==> src/common/rv_types_pkg.sv <==
// Shared RV32I decode types: widths, opcode and ALU enums,
// word constants and the IF/ID and ID/EX payload structs
`default_nettype none

package rv_types_pkg;

  // ==============================
  // Widths
  // ==============================
  localparam int XLEN      = 32;
  localparam int REG_SEL_W = 5;
  localparam int NUM_REGS  = 32;

  typedef logic [XLEN-1:0]      word_t;
  typedef logic [REG_SEL_W-1:0] reg_sel_t;

  // Word constants used as default operands
  localparam word_t ZERO = 32'h0000_0000;
  localparam word_t FOUR = 32'h0000_0004;

  // ==============================
  // Encodings
  // ==============================
  // Major opcode, instruction bits [6:2]
  typedef enum logic [4:0] {
    INSTR_LOAD  = 5'b00000,
    INSTR_OPIMM = 5'b00100,
    INSTR_AUIPC = 5'b00101,
    INSTR_STORE = 5'b01000,
    INSTR_OP    = 5'b01100,
    INSTR_LUI   = 5'b01101,
    INSTR_BR    = 5'b11000,
    INSTR_JALR  = 5'b11001,
    INSTR_JAL   = 5'b11011,
    INSTR_SYS   = 5'b11100
  } opcode_t;

  // ALU operation as {funct7[5], funct3}
  typedef enum logic [3:0] {
    ADD  = 4'b0000,
    SLL  = 4'b0001,
    SLT  = 4'b0010,
    SLTU = 4'b0011,
    XOR  = 4'b0100,
    SRL  = 4'b0101,
    OR   = 4'b0110,
    AND  = 4'b0111,
    SUB  = 4'b1000,
    SRA  = 4'b1101
  } aluop_t;

  // ==============================
  // Pipeline payloads
  // ==============================
  typedef struct packed {
    word_t pc;
    word_t ir;
  } pipe_ifid_t;

  typedef struct packed {
    word_t  pc;
    word_t  ir;
    aluop_t aluop;
    logic   regwr_alu;
    word_t  op1;
    word_t  op2;
    word_t  addr;
    logic   jump;
    logic   branch;
  } pipe_idex_t;

endpackage

`default_nettype wire

==> src/decode/branch_compare.sv <==
// Branch condition evaluation for the six RV32I branch types
`timescale 1ns/1ps
`default_nettype none

module branch_compare
  import rv_types_pkg::*;
(
  input  wire logic [2:0] op,
  input  wire word_t      rs1,
  input  wire word_t      rs2,
  output logic            branch
);

  // Condition picked by funct3
  always_comb begin
    case (op)
      // BEQ / BNE
      3'd0: branch = (rs1 == rs2);
      3'd1: branch = (rs1 != rs2);
      // BLT / BGE, two's complement
      3'd4: branch = ($signed(rs1) < $signed(rs2));
      3'd5: branch = ($signed(rs1) >= $signed(rs2));
      // BLTU / BGEU
      3'd6: branch = (rs1 < rs2);
      3'd7: branch = (rs1 >= rs2);
      // Reserved encodings never take
      default: branch = 1'b0;
    endcase
  end

endmodule

`default_nettype wire

==> src/decode/id_stage.sv <==
// ID stage: operation decode, address generation, branch evaluation
// and the registered ID/EX payload with valid/ready and flush
`timescale 1ns/1ps
`default_nettype none

module id_stage
  import rv_types_pkg::*;
(
  input  wire logic       clk,
  input  wire logic       rstz,
  input  wire logic       flush,
  // IF/ID
  input  wire pipe_ifid_t fetch,
  input  wire word_t      immediate,
  input  wire word_t      regrd_rs1,
  input  wire word_t      regrd_rs2,
  input  wire logic       fetch_vld,
  output logic            fetch_rdy,
  // ID/EX
  output pipe_idex_t      decode,
  output logic            decode_vld,
  input  wire logic       decode_rdy
);

  opcode_t    opcode;
  reg_sel_t   rd;
  logic [2:0] funct3;
  logic [6:0] funct7;

  aluop_t     aluop;
  word_t      op1;
  word_t      op2;
  logic       regwr_alu;

  word_t      base;
  word_t      offset;
  word_t      addr_raw;
  word_t      addr;
  logic       align;

  logic       branch;
  logic       accept;
  pipe_idex_t next_decode;

  // ==============================
  // Instruction fields
  // ==============================
  assign opcode = opcode_t'(fetch.ir[6:2]);
  assign rd     = fetch.ir[11:7];
  assign funct3 = fetch.ir[14:12];
  assign funct7 = fetch.ir[31:25];

  // ALU result goes to rd, never for x0
  assign regwr_alu = (rd != '0) &&
                     (opcode == INSTR_LUI   || opcode == INSTR_AUIPC ||
                      opcode == INSTR_JAL   || opcode == INSTR_JALR  ||
                      opcode == INSTR_OPIMM || opcode == INSTR_OP);

  // ==============================
  // Operation decoder
  // ==============================
  always_comb begin
    // PC + 4 unless told otherwise, which is the link value for jumps
    aluop  = ADD;
    op1    = fetch.pc;
    op2    = FOUR;
    // Address defaults to the sequential PC
    align  = 1'b0;
    base   = fetch.pc;
    offset = FOUR;

    case (opcode)
      INSTR_LUI: begin
        op1 = ZERO;
        op2 = immediate;
      end
      INSTR_AUIPC: begin
        op2 = immediate;
      end
      INSTR_JAL: begin
        offset = immediate;
      end
      INSTR_JALR: begin
        align  = 1'b1;
        base   = regrd_rs1;
        offset = immediate;
      end
      INSTR_BR: begin
        offset = immediate;
      end
      INSTR_OPIMM: begin
        // funct7[5] only matters for SRAI vs SRLI; other imm bits are data
        if (funct3 == 3'b001 || funct3 == 3'b101) begin
          aluop = aluop_t'({funct7[5], funct3});
        end else begin
          aluop = aluop_t'({1'b0, funct3});
        end
        op1 = regrd_rs1;
        op2 = immediate;
      end
      INSTR_OP: begin
        aluop = aluop_t'({funct7[5], funct3});
        op1   = regrd_rs1;
        op2   = regrd_rs2;
      end
      default: begin
      end
    endcase
  end

  // ==============================
  // Address generation
  // ==============================
  assign addr_raw = base + offset;
  // JALR target has bit 0 forced low
  assign addr = {addr_raw[31:1], addr_raw[0] & ~align};

  branch_compare u_branch_compare (
    .op     (funct3),
    .rs1    (regrd_rs1),
    .rs2    (regrd_rs2),
    .branch (branch)
  );

  // ==============================
  // ID/EX register
  // ==============================
  assign fetch_rdy = ~decode_vld | decode_rdy;
  assign accept    = fetch_vld & fetch_rdy & ~flush;

  always_comb begin
    next_decode.pc        = fetch.pc;
    next_decode.ir        = fetch.ir;
    next_decode.aluop     = aluop;
    next_decode.regwr_alu = regwr_alu;
    next_decode.op1       = op1;
    next_decode.op2       = op2;
    next_decode.addr      = addr;
    next_decode.jump      = (opcode == INSTR_JAL) || (opcode == INSTR_JALR);
    // Comparator output only counts for real branches
    next_decode.branch    = branch && (opcode == INSTR_BR);
  end

  // Valid flag, flush wins
  always_ff @(posedge clk or negedge rstz) begin
    if (!rstz) begin
      decode_vld <= 1'b0;
    end else if (flush) begin
      decode_vld <= 1'b0;
    end else if (accept) begin
      decode_vld <= 1'b1;
    end else if (decode_vld && decode_rdy) begin
      decode_vld <= 1'b0;
    end
  end

  // Payload only loads on accept
  always_ff @(posedge clk) begin
    if (accept) begin
      decode <= next_decode;
    end
  end

  // Stalled output must not change under the consumer
  a_hold_stable : assert property (
    @(posedge clk) disable iff (!rstz)
    (decode_vld && !decode_rdy) |=> $stable(decode)
  );

  // Empty output stage always takes a new item
  a_rdy_when_empty : assert property (
    @(posedge clk) disable iff (!rstz)
    !decode_vld |-> fetch_rdy
  );

endmodule

`default_nettype wire

==> src/source/decode_top.sv <==
// Decode stage top: register file, immediate generator and ID stage
`timescale 1ns/1ps
`default_nettype none

module decode_top
  import rv_types_pkg::*;
(
  input  wire logic       clk,
  input  wire logic       rstz,
  input  wire logic       flush,
  // IF/ID side
  input  wire pipe_ifid_t fetch,
  input  wire logic       fetch_vld,
  output logic            fetch_rdy,
  // ID/EX side
  output pipe_idex_t      decode,
  output logic            decode_vld,
  input  wire logic       decode_rdy,
  // Register write port
  input  wire word_t      regwr_data,
  input  wire reg_sel_t   regwr_sel,
  input  wire logic       regwr_en
);

  reg_sel_t rs1_sel;
  reg_sel_t rs2_sel;
  word_t    regrd_rs1;
  word_t    regrd_rs2;
  word_t    immediate;

  // Source register fields straight off the fetched word
  assign rs1_sel = fetch.ir[19:15];
  assign rs2_sel = fetch.ir[24:20];

  regfile u_regfile (
    .clk      (clk),
    .rstz     (rstz),
    .rs1_sel  (rs1_sel),
    .rs2_sel  (rs2_sel),
    .rs1_data (regrd_rs1),
    .rs2_data (regrd_rs2),
    .wr_sel   (regwr_sel),
    .wr_data  (regwr_data),
    .wr_en    (regwr_en)
  );

  imm_gen u_imm_gen (
    .ir  (fetch.ir),
    .imm (immediate)
  );

  id_stage u_id_stage (
    .clk        (clk),
    .rstz       (rstz),
    .flush      (flush),
    .fetch      (fetch),
    .immediate  (immediate),
    .regrd_rs1  (regrd_rs1),
    .regrd_rs2  (regrd_rs2),
    .fetch_vld  (fetch_vld),
    .fetch_rdy  (fetch_rdy),
    .decode     (decode),
    .decode_vld (decode_vld),
    .decode_rdy (decode_rdy)
  );

endmodule

`default_nettype wire

==> src/source/imm_gen.sv <==
// Immediate extraction with sign extension for I, S, B, U and J formats
`timescale 1ns/1ps
`default_nettype none

module imm_gen
  import rv_types_pkg::*;
(
  input  wire word_t ir,
  output word_t      imm
);

  opcode_t opcode;

  assign opcode = opcode_t'(ir[6:2]);

  always_comb begin
    case (opcode)
      // I-type
      INSTR_JALR, INSTR_LOAD, INSTR_OPIMM:
        imm = {{20{ir[31]}}, ir[31:20]};
      // S-type, offset split around rs2
      INSTR_STORE:
        imm = {{20{ir[31]}}, ir[31:25], ir[11:7]};
      // B-type, halfword aligned
      INSTR_BR:
        imm = {{19{ir[31]}}, ir[31], ir[7], ir[30:25], ir[11:8], 1'b0};
      // U-type, upper 20 bits
      INSTR_LUI, INSTR_AUIPC:
        imm = {ir[31:12], 12'h000};
      // J-type
      INSTR_JAL:
        imm = {{11{ir[31]}}, ir[31], ir[19:12], ir[20], ir[30:21], 1'b0};
      // No immediate for anything else
      default:
        imm = ZERO;
    endcase
  end

endmodule

`default_nettype wire

==> src/source/regfile.sv <==
// 32 x 32-bit integer register file, two async reads, one sync write
`timescale 1ns/1ps
`default_nettype none

module regfile
  import rv_types_pkg::*;
(
  input  wire logic     clk,
  input  wire logic     rstz,
  input  wire reg_sel_t rs1_sel,
  input  wire reg_sel_t rs2_sel,
  output word_t         rs1_data,
  output word_t         rs2_data,
  input  wire reg_sel_t wr_sel,
  input  wire word_t    wr_data,
  input  wire logic     wr_en
);

  // x0 has a slot too, the write guard keeps it at zero
  word_t regs [NUM_REGS];

  always_ff @(posedge clk or negedge rstz) begin
    if (!rstz) begin
      for (int i = 0; i < NUM_REGS; i++) begin
        regs[i] <= ZERO;
      end
    end else if (wr_en && (wr_sel != '0)) begin
      regs[wr_sel] <= wr_data;
    end
  end

  // Reads see the array directly, so a write shows up next cycle
  assign rs1_data = regs[rs1_sel];
  assign rs2_data = regs[rs2_sel];

  // x0 reads back zero
  a_x0_zero : assert property (
    @(posedge clk) disable iff (!rstz)
    (rs1_sel == '0) |-> (rs1_data == ZERO)
  );

endmodule

`default_nettype wire

==> config.mk <==
export PLATFORM = sky130hd
export DESIGN_NAME = decode_top
export DESIGN_NICKNAME = d
export VERILOG_FILES = /design/src/common/rv_types_pkg.sv /design/src/decode/branch_compare.sv /design/src/decode/id_stage.sv /design/src/source/decode_top.sv /design/src/source/imm_gen.sv /design/src/source/regfile.sv
export SDC_FILE = /design/constraint.sdc
export NUM_CORES = 2
export LEC_CHECK = 0
export BUFFER_PORTS_ARGS = -buffer_cell sky130_fd_sc_hd__buf_2
export CAP_MARGIN = 10
export CORE_ASPECT_RATIO = 0.5
export CORE_MARGIN = 2
export CORE_UTILIZATION = 51
export CTS_BUF_LIST = sky130_fd_sc_hd__clkbuf_4
export CTS_CLUSTER_SIZE = 20
export DETAILED_ROUTE_END_ITERATION = 10
export PLACE_DENSITY = 0.78
export SLEW_MARGIN = 20
export SYNTH_ARGS = -nofsm -noshare
export SYNTH_HDL_FRONTEND = slang
export SYNTH_SLANG_ARGS = --single-unit
==> constraint.sdc <==
create_clock -name clk -period 18.3 [get_ports clk]
set_input_delay 3.66 -clock clk [delete_from_list [all_inputs] [get_ports clk]]
set_output_delay 3.66 -clock clk [all_outputs]
set_load 0.005 [all_outputs]
==> run summary <==
The flow ran to the end, and the final reports show no timing, DRC or antenna violations. The run gives 0.2945 as the total routing usage reported by global routing. At the later pin of the worst-skew pair, clock insertion delay measures 1.29 ns. The wire length of the first global-routing pass is 270900 microns, and the buffering stage count on the worst path with inverters included is 3. The via count of the first global-routing pass is 41980. The clock period could shrink to 8.816 ns. For this run, design rule violations remaining after detail routing come to 0. The run gives 0.5169 as the starting density of the core.

The tools report the antenna violation net count after detailed routing as 0. The chip width came out at 499.8 microns. Net count after synthesis: 4146. Relative to the synthesized area, the layout overhead comes to 9.885%. The cell total after placement was 5530; the worst-case clock buffer depth was 4. The average wire length per cell after detail routing came out at 30.65 microns. The run gives 7.281 mW as the total power consumption of the routed design. For the pin with the worst max-slew slack, the measured transition is 1.136 ns. The number of vias per cell is 6.700, and the power per unit of standard cell area is 105.7 nW/um^2. The fraction of the cycle the final worst path needs is 0.4817. The floorplan row count is 90, and the number of enable-type register cells in the synthesized netlist is 167. Traced cell by cell, the critical path runs through buf_8, buf_4, buf_4, mux4_2, mux4_2, mux2i_1, ha_1, nand4_1, nor4_1, a21boi_0, o31ai_1, mux2i_1, mux2i_1, a211oi_1.

The detailed router finished its first iteration with 4659 violations. STA classifies the critical path endpoint as a flop. The area of the die came out at 125900 sq um.

The library cell used most frequently in the layout, excluding fill and tap cells, is sky130_fd_sc_hd__dfrtp_1. STA puts the critical path data arrival time at 9.80 ns. TritonCTS built the clock tree. The sequential cells in the finished layout cover a total of 30660 sq um.

Mean area per synthesized cell: 15.77 sq um. The sum of net half-perimeters after detailed placement is 103800 microns. The tools report the clock sink total as 1192. Setup repair after global routing left no endpoint under its margin.

Adding up every negative setup slack in the final design gives 0 ns. Summed over all cells, the static leakage comes to 29.63 nW. The tools report the total of max-cap violations as 0. Setup violations remaining at the end of the flow were counted as 0. In this run the worst path has a maximum fanout of 76. The most prevalent standard cell on the critical path is sky130_fd_sc_hd__mux2i_1. Counting the fill cells in the layout gives 9208. The H-tree was split into 5 levels. Worst slew slack as a fraction of its limit: 0.2210. The slowest stage cell on the critical path was sky130_fd_sc_hd__buf_4. Type of the setup path with the least slack: in -> reg.

The number of distinct standard cells referenced by the synthesized netlist was 72; the logic depth of the worst path, buffers included was 14. In the layout the commonest cells are sky130_fd_sc_hd__dfrtp_1, sky130_fd_sc_hd__mux2_2, sky130_fd_sc_hd__mux4_2, sky130_fd_sc_hd__clkbuf_4, sky130_fd_sc_hd__buf_2. The run gives 0 as the number of failing hold endpoints at the final stage.

At the end of routability-driven placement, the weighted congestion stood at 0.8743. In this run the worst hold path is classified as reg -> reg. The number of max-slew violations in the final report is 0. On the worst path, the slowest cell contributes a delay of 0.91 ns. In this design, the largest share of critical-path delay is due to buffers and inverters. Synthesis produced 3975 cells.

The minimum setup slack after placement was 8.458 ns. The tools report the first-pass iteration count of the detailed router as 8. The dominant synthesized flop cell was sky130_fd_sc_hd__dfrtp_1. The fraction of registers with async set/reset came out at 0.8599. For the placeable core area, the log shows 121300 sq um.

Setup slack on the critical path of the routed design comes to 9.484 ns. The logs give 40400 for the via total after detailed routing and 30390 sq um for the area of combinational cells with multiple inputs. Clock tree synthesis selected as its root buffer the cell sky130_fd_sc_hd__clkbuf_4.

For this run the aggregate overflow at the end of global routing stands at 0. The portion of the post-synthesis area used by sequential elements is 0.4891, and the number of cells on the worst hold path is 0. Post-CTS timing repair inserted 0 buffers for setup. The filler-free cell count of the finished design was 6030; the count of state elements after synthesis was 1192. Buffers inserted to repair hold after CTS numbered 0. For the worst setup path, the data required time is 19.28 ns.

Pin count of the biggest net entering global routing: 176. The worst setup path is launched from an input pin. The synthesized cell area was 62690 sq um; the number of buffers inserted during clock tree synthesis was 303.

The peak supply drop is 0.00005153 V. Fraction of layout instances using a drive strength above 1: 0.5627. After detailed routing, the total wire length is 184800 microns.

Clock-pin slew was measured on the worst setup and hold paths at 0.07 ns. Across the routed clock network, the largest skew measured is 0.1049 ns. During synthesis, Yosys emitted a total of 0 warnings. The net count of the finished layout is 4396. Number of cells on the worst reg-to-reg path: 12.

Port buffering added 275 buffers. The logs give 16 for the number of antenna violations at the first check in global routing and 0.1134 GHz for the upper clock frequency limit. For the count of boundary I/O pins, the log shows 276.

The number of gates resized after CTS was 0. Measured along the y axis, the die boundary spans 251.9 microns.
state kept, by name (all words and copies together), names as in the netlist:
register	flops
u_regfile.regs	1024
u_id_stage.decode	167
u_id_stage.decode_vld	1
power by group:
group / switching [mW] / internal, mW / total (mW)
logic: 0.693 / 0.926 / 1.62
registers: 0.319 / 3.14 / 3.46
clock network: 1.09 / 1.11 / 2.20
layout make-up:
cell class	instances	area share
clock inverters	54	0.003832
multi-input cells	2331	0.4411
clock buffers	435	0.04741
inverters	47	0.002561
diodes	11	0.0003996
repair buffers	350	0.03033
well taps	1610	0.02924
flip-flops and latches	1192	0.4451
worst paths after layout:
check / from / endpoint / slack [ns]
worst min-delay path: u_regfile.regs[1004] / u_regfile.regs[1004] / 0.40
worst min register to register: u_regfile.regs[1004] / u_regfile.regs[1004] / 0.40
min in group asynchronous: rstz / u_regfile.regs[972] / 2.46
max in group asynchronous: rstz / u_regfile.regs[866] / 12.00
worst max register to register: u_regfile.regs[393] / u_id_stage.decode[32] / 13.34
worst max-delay path: fetch[21] / u_id_stage.decode[0] / 9.48
metal layers:
metal	track usage	routed length (microns)	vias up
met5	0	99	-
met4	0.1380	7885	14
met3	0.1061	23370	545
met2	0.4308	82160	2443
met1	0.3951	71310	21270
li1	-	-	16130
per-stage QoR:
step / utilization / area [sq um] / hold WS (ns)
3_5_place_dp: 0.5384 / 65290 / 0.3820
5_1_grt: 0.5679 / 68880 / 0.4113
2_1_floorplan: - / 62690 / 0.4413
6_report: 0.5680 / 68890 / 0.3965
3_3_place_gp: 0.5384 / 65290 / 0.3763
4_1_cts: 0.5675 / 68820 / 0.3986
cell families after synthesis:
kind of cell / Yosys count / share of synthesized area
adders and majority gates: 64 / 0.01289
xor gates and xnor gates: 25 / 0.003493
DFF: 1192 / 0.4891
and+or+nand+nor: 291 / 0.02213
buffers and inverters: 452 / 0.02970
muxes: 1703 / 0.4184
AOI/OAI and AO/OA: 248 / 0.02425
synthesized netlist by cell type (3+ instances only):
master,instances,share of area
sky130_fd_sc_hd__nand2b_1,3,0.00030
sky130_fd_sc_hd__mux2i_1,72,0.011
sky130_fd_sc_hd__nor2b_1,24,0.0024
sky130_fd_sc_hd__nor3_1,12,0.00096
sky130_fd_sc_hd__ha_1,63,0.013
sky130_fd_sc_hd__clkbuf_1,261,0.016
sky130_fd_sc_hd__edfxtp_1,167,0.080
sky130_fd_sc_hd__nor2_1,90,0.0054
sky130_fd_sc_hd__xor2_1,12,0.0017
sky130_fd_sc_hd__nand3_1,14,0.0011
sky130_fd_sc_hd__dfrtp_1,1025,0.41
sky130_fd_sc_hd__nor4_1,4,0.00040
sky130_fd_sc_hd__o211ai_1,4,0.00048
sky130_fd_sc_hd__a21oi_1,88,0.0070
sky130_fd_sc_hd__or2_2,4,0.00040
sky130_fd_sc_hd__mux4_2,634,0.23
sky130_fd_sc_hd__o21ai_0,16,0.0013
sky130_fd_sc_hd__a211oi_1,5,0.00060
sky130_fd_sc_hd__nand3b_1,10,0.0012
sky130_fd_sc_hd__a31oi_1,6,0.00060
sky130_fd_sc_hd__buf_1,65,0.0039
sky130_fd_sc_hd__o21ai_1,39,0.0031
sky130_fd_sc_hd__inv_1,47,0.0028
sky130_fd_sc_hd__a22oi_1,5,0.00060
sky130_fd_sc_hd__o31ai_1,3,0.00036
sky130_fd_sc_hd__buf_2,66,0.0053
sky130_fd_sc_hd__o21a_1,12,0.0014
sky130_fd_sc_hd__a21o_1,11,0.0013
sky130_fd_sc_hd__buf_4,4,0.00048
sky130_fd_sc_hd__and3_1,6,0.00060
sky130_fd_sc_hd__xnor2_1,13,0.0018
sky130_fd_sc_hd__o22ai_1,25,0.0025
sky130_fd_sc_hd__o21bai_1,4,0.00048
sky130_fd_sc_hd__nand2_1,90,0.0054
sky130_fd_sc_hd__buf_6,9,0.0016
sky130_fd_sc_hd__and4_1,3,0.00042
sky130_fd_sc_hd__nor3b_1,6,0.00072
sky130_fd_sc_hd__or3_1,4,0.00040
sky130_fd_sc_hd__mux2_2,996,0.18
sky130_fd_sc_hd__o221ai_1,3,0.00042
sky130_fd_sc_hd__nand4_1,12,0.0012
(Power assumes the default switching activity.)
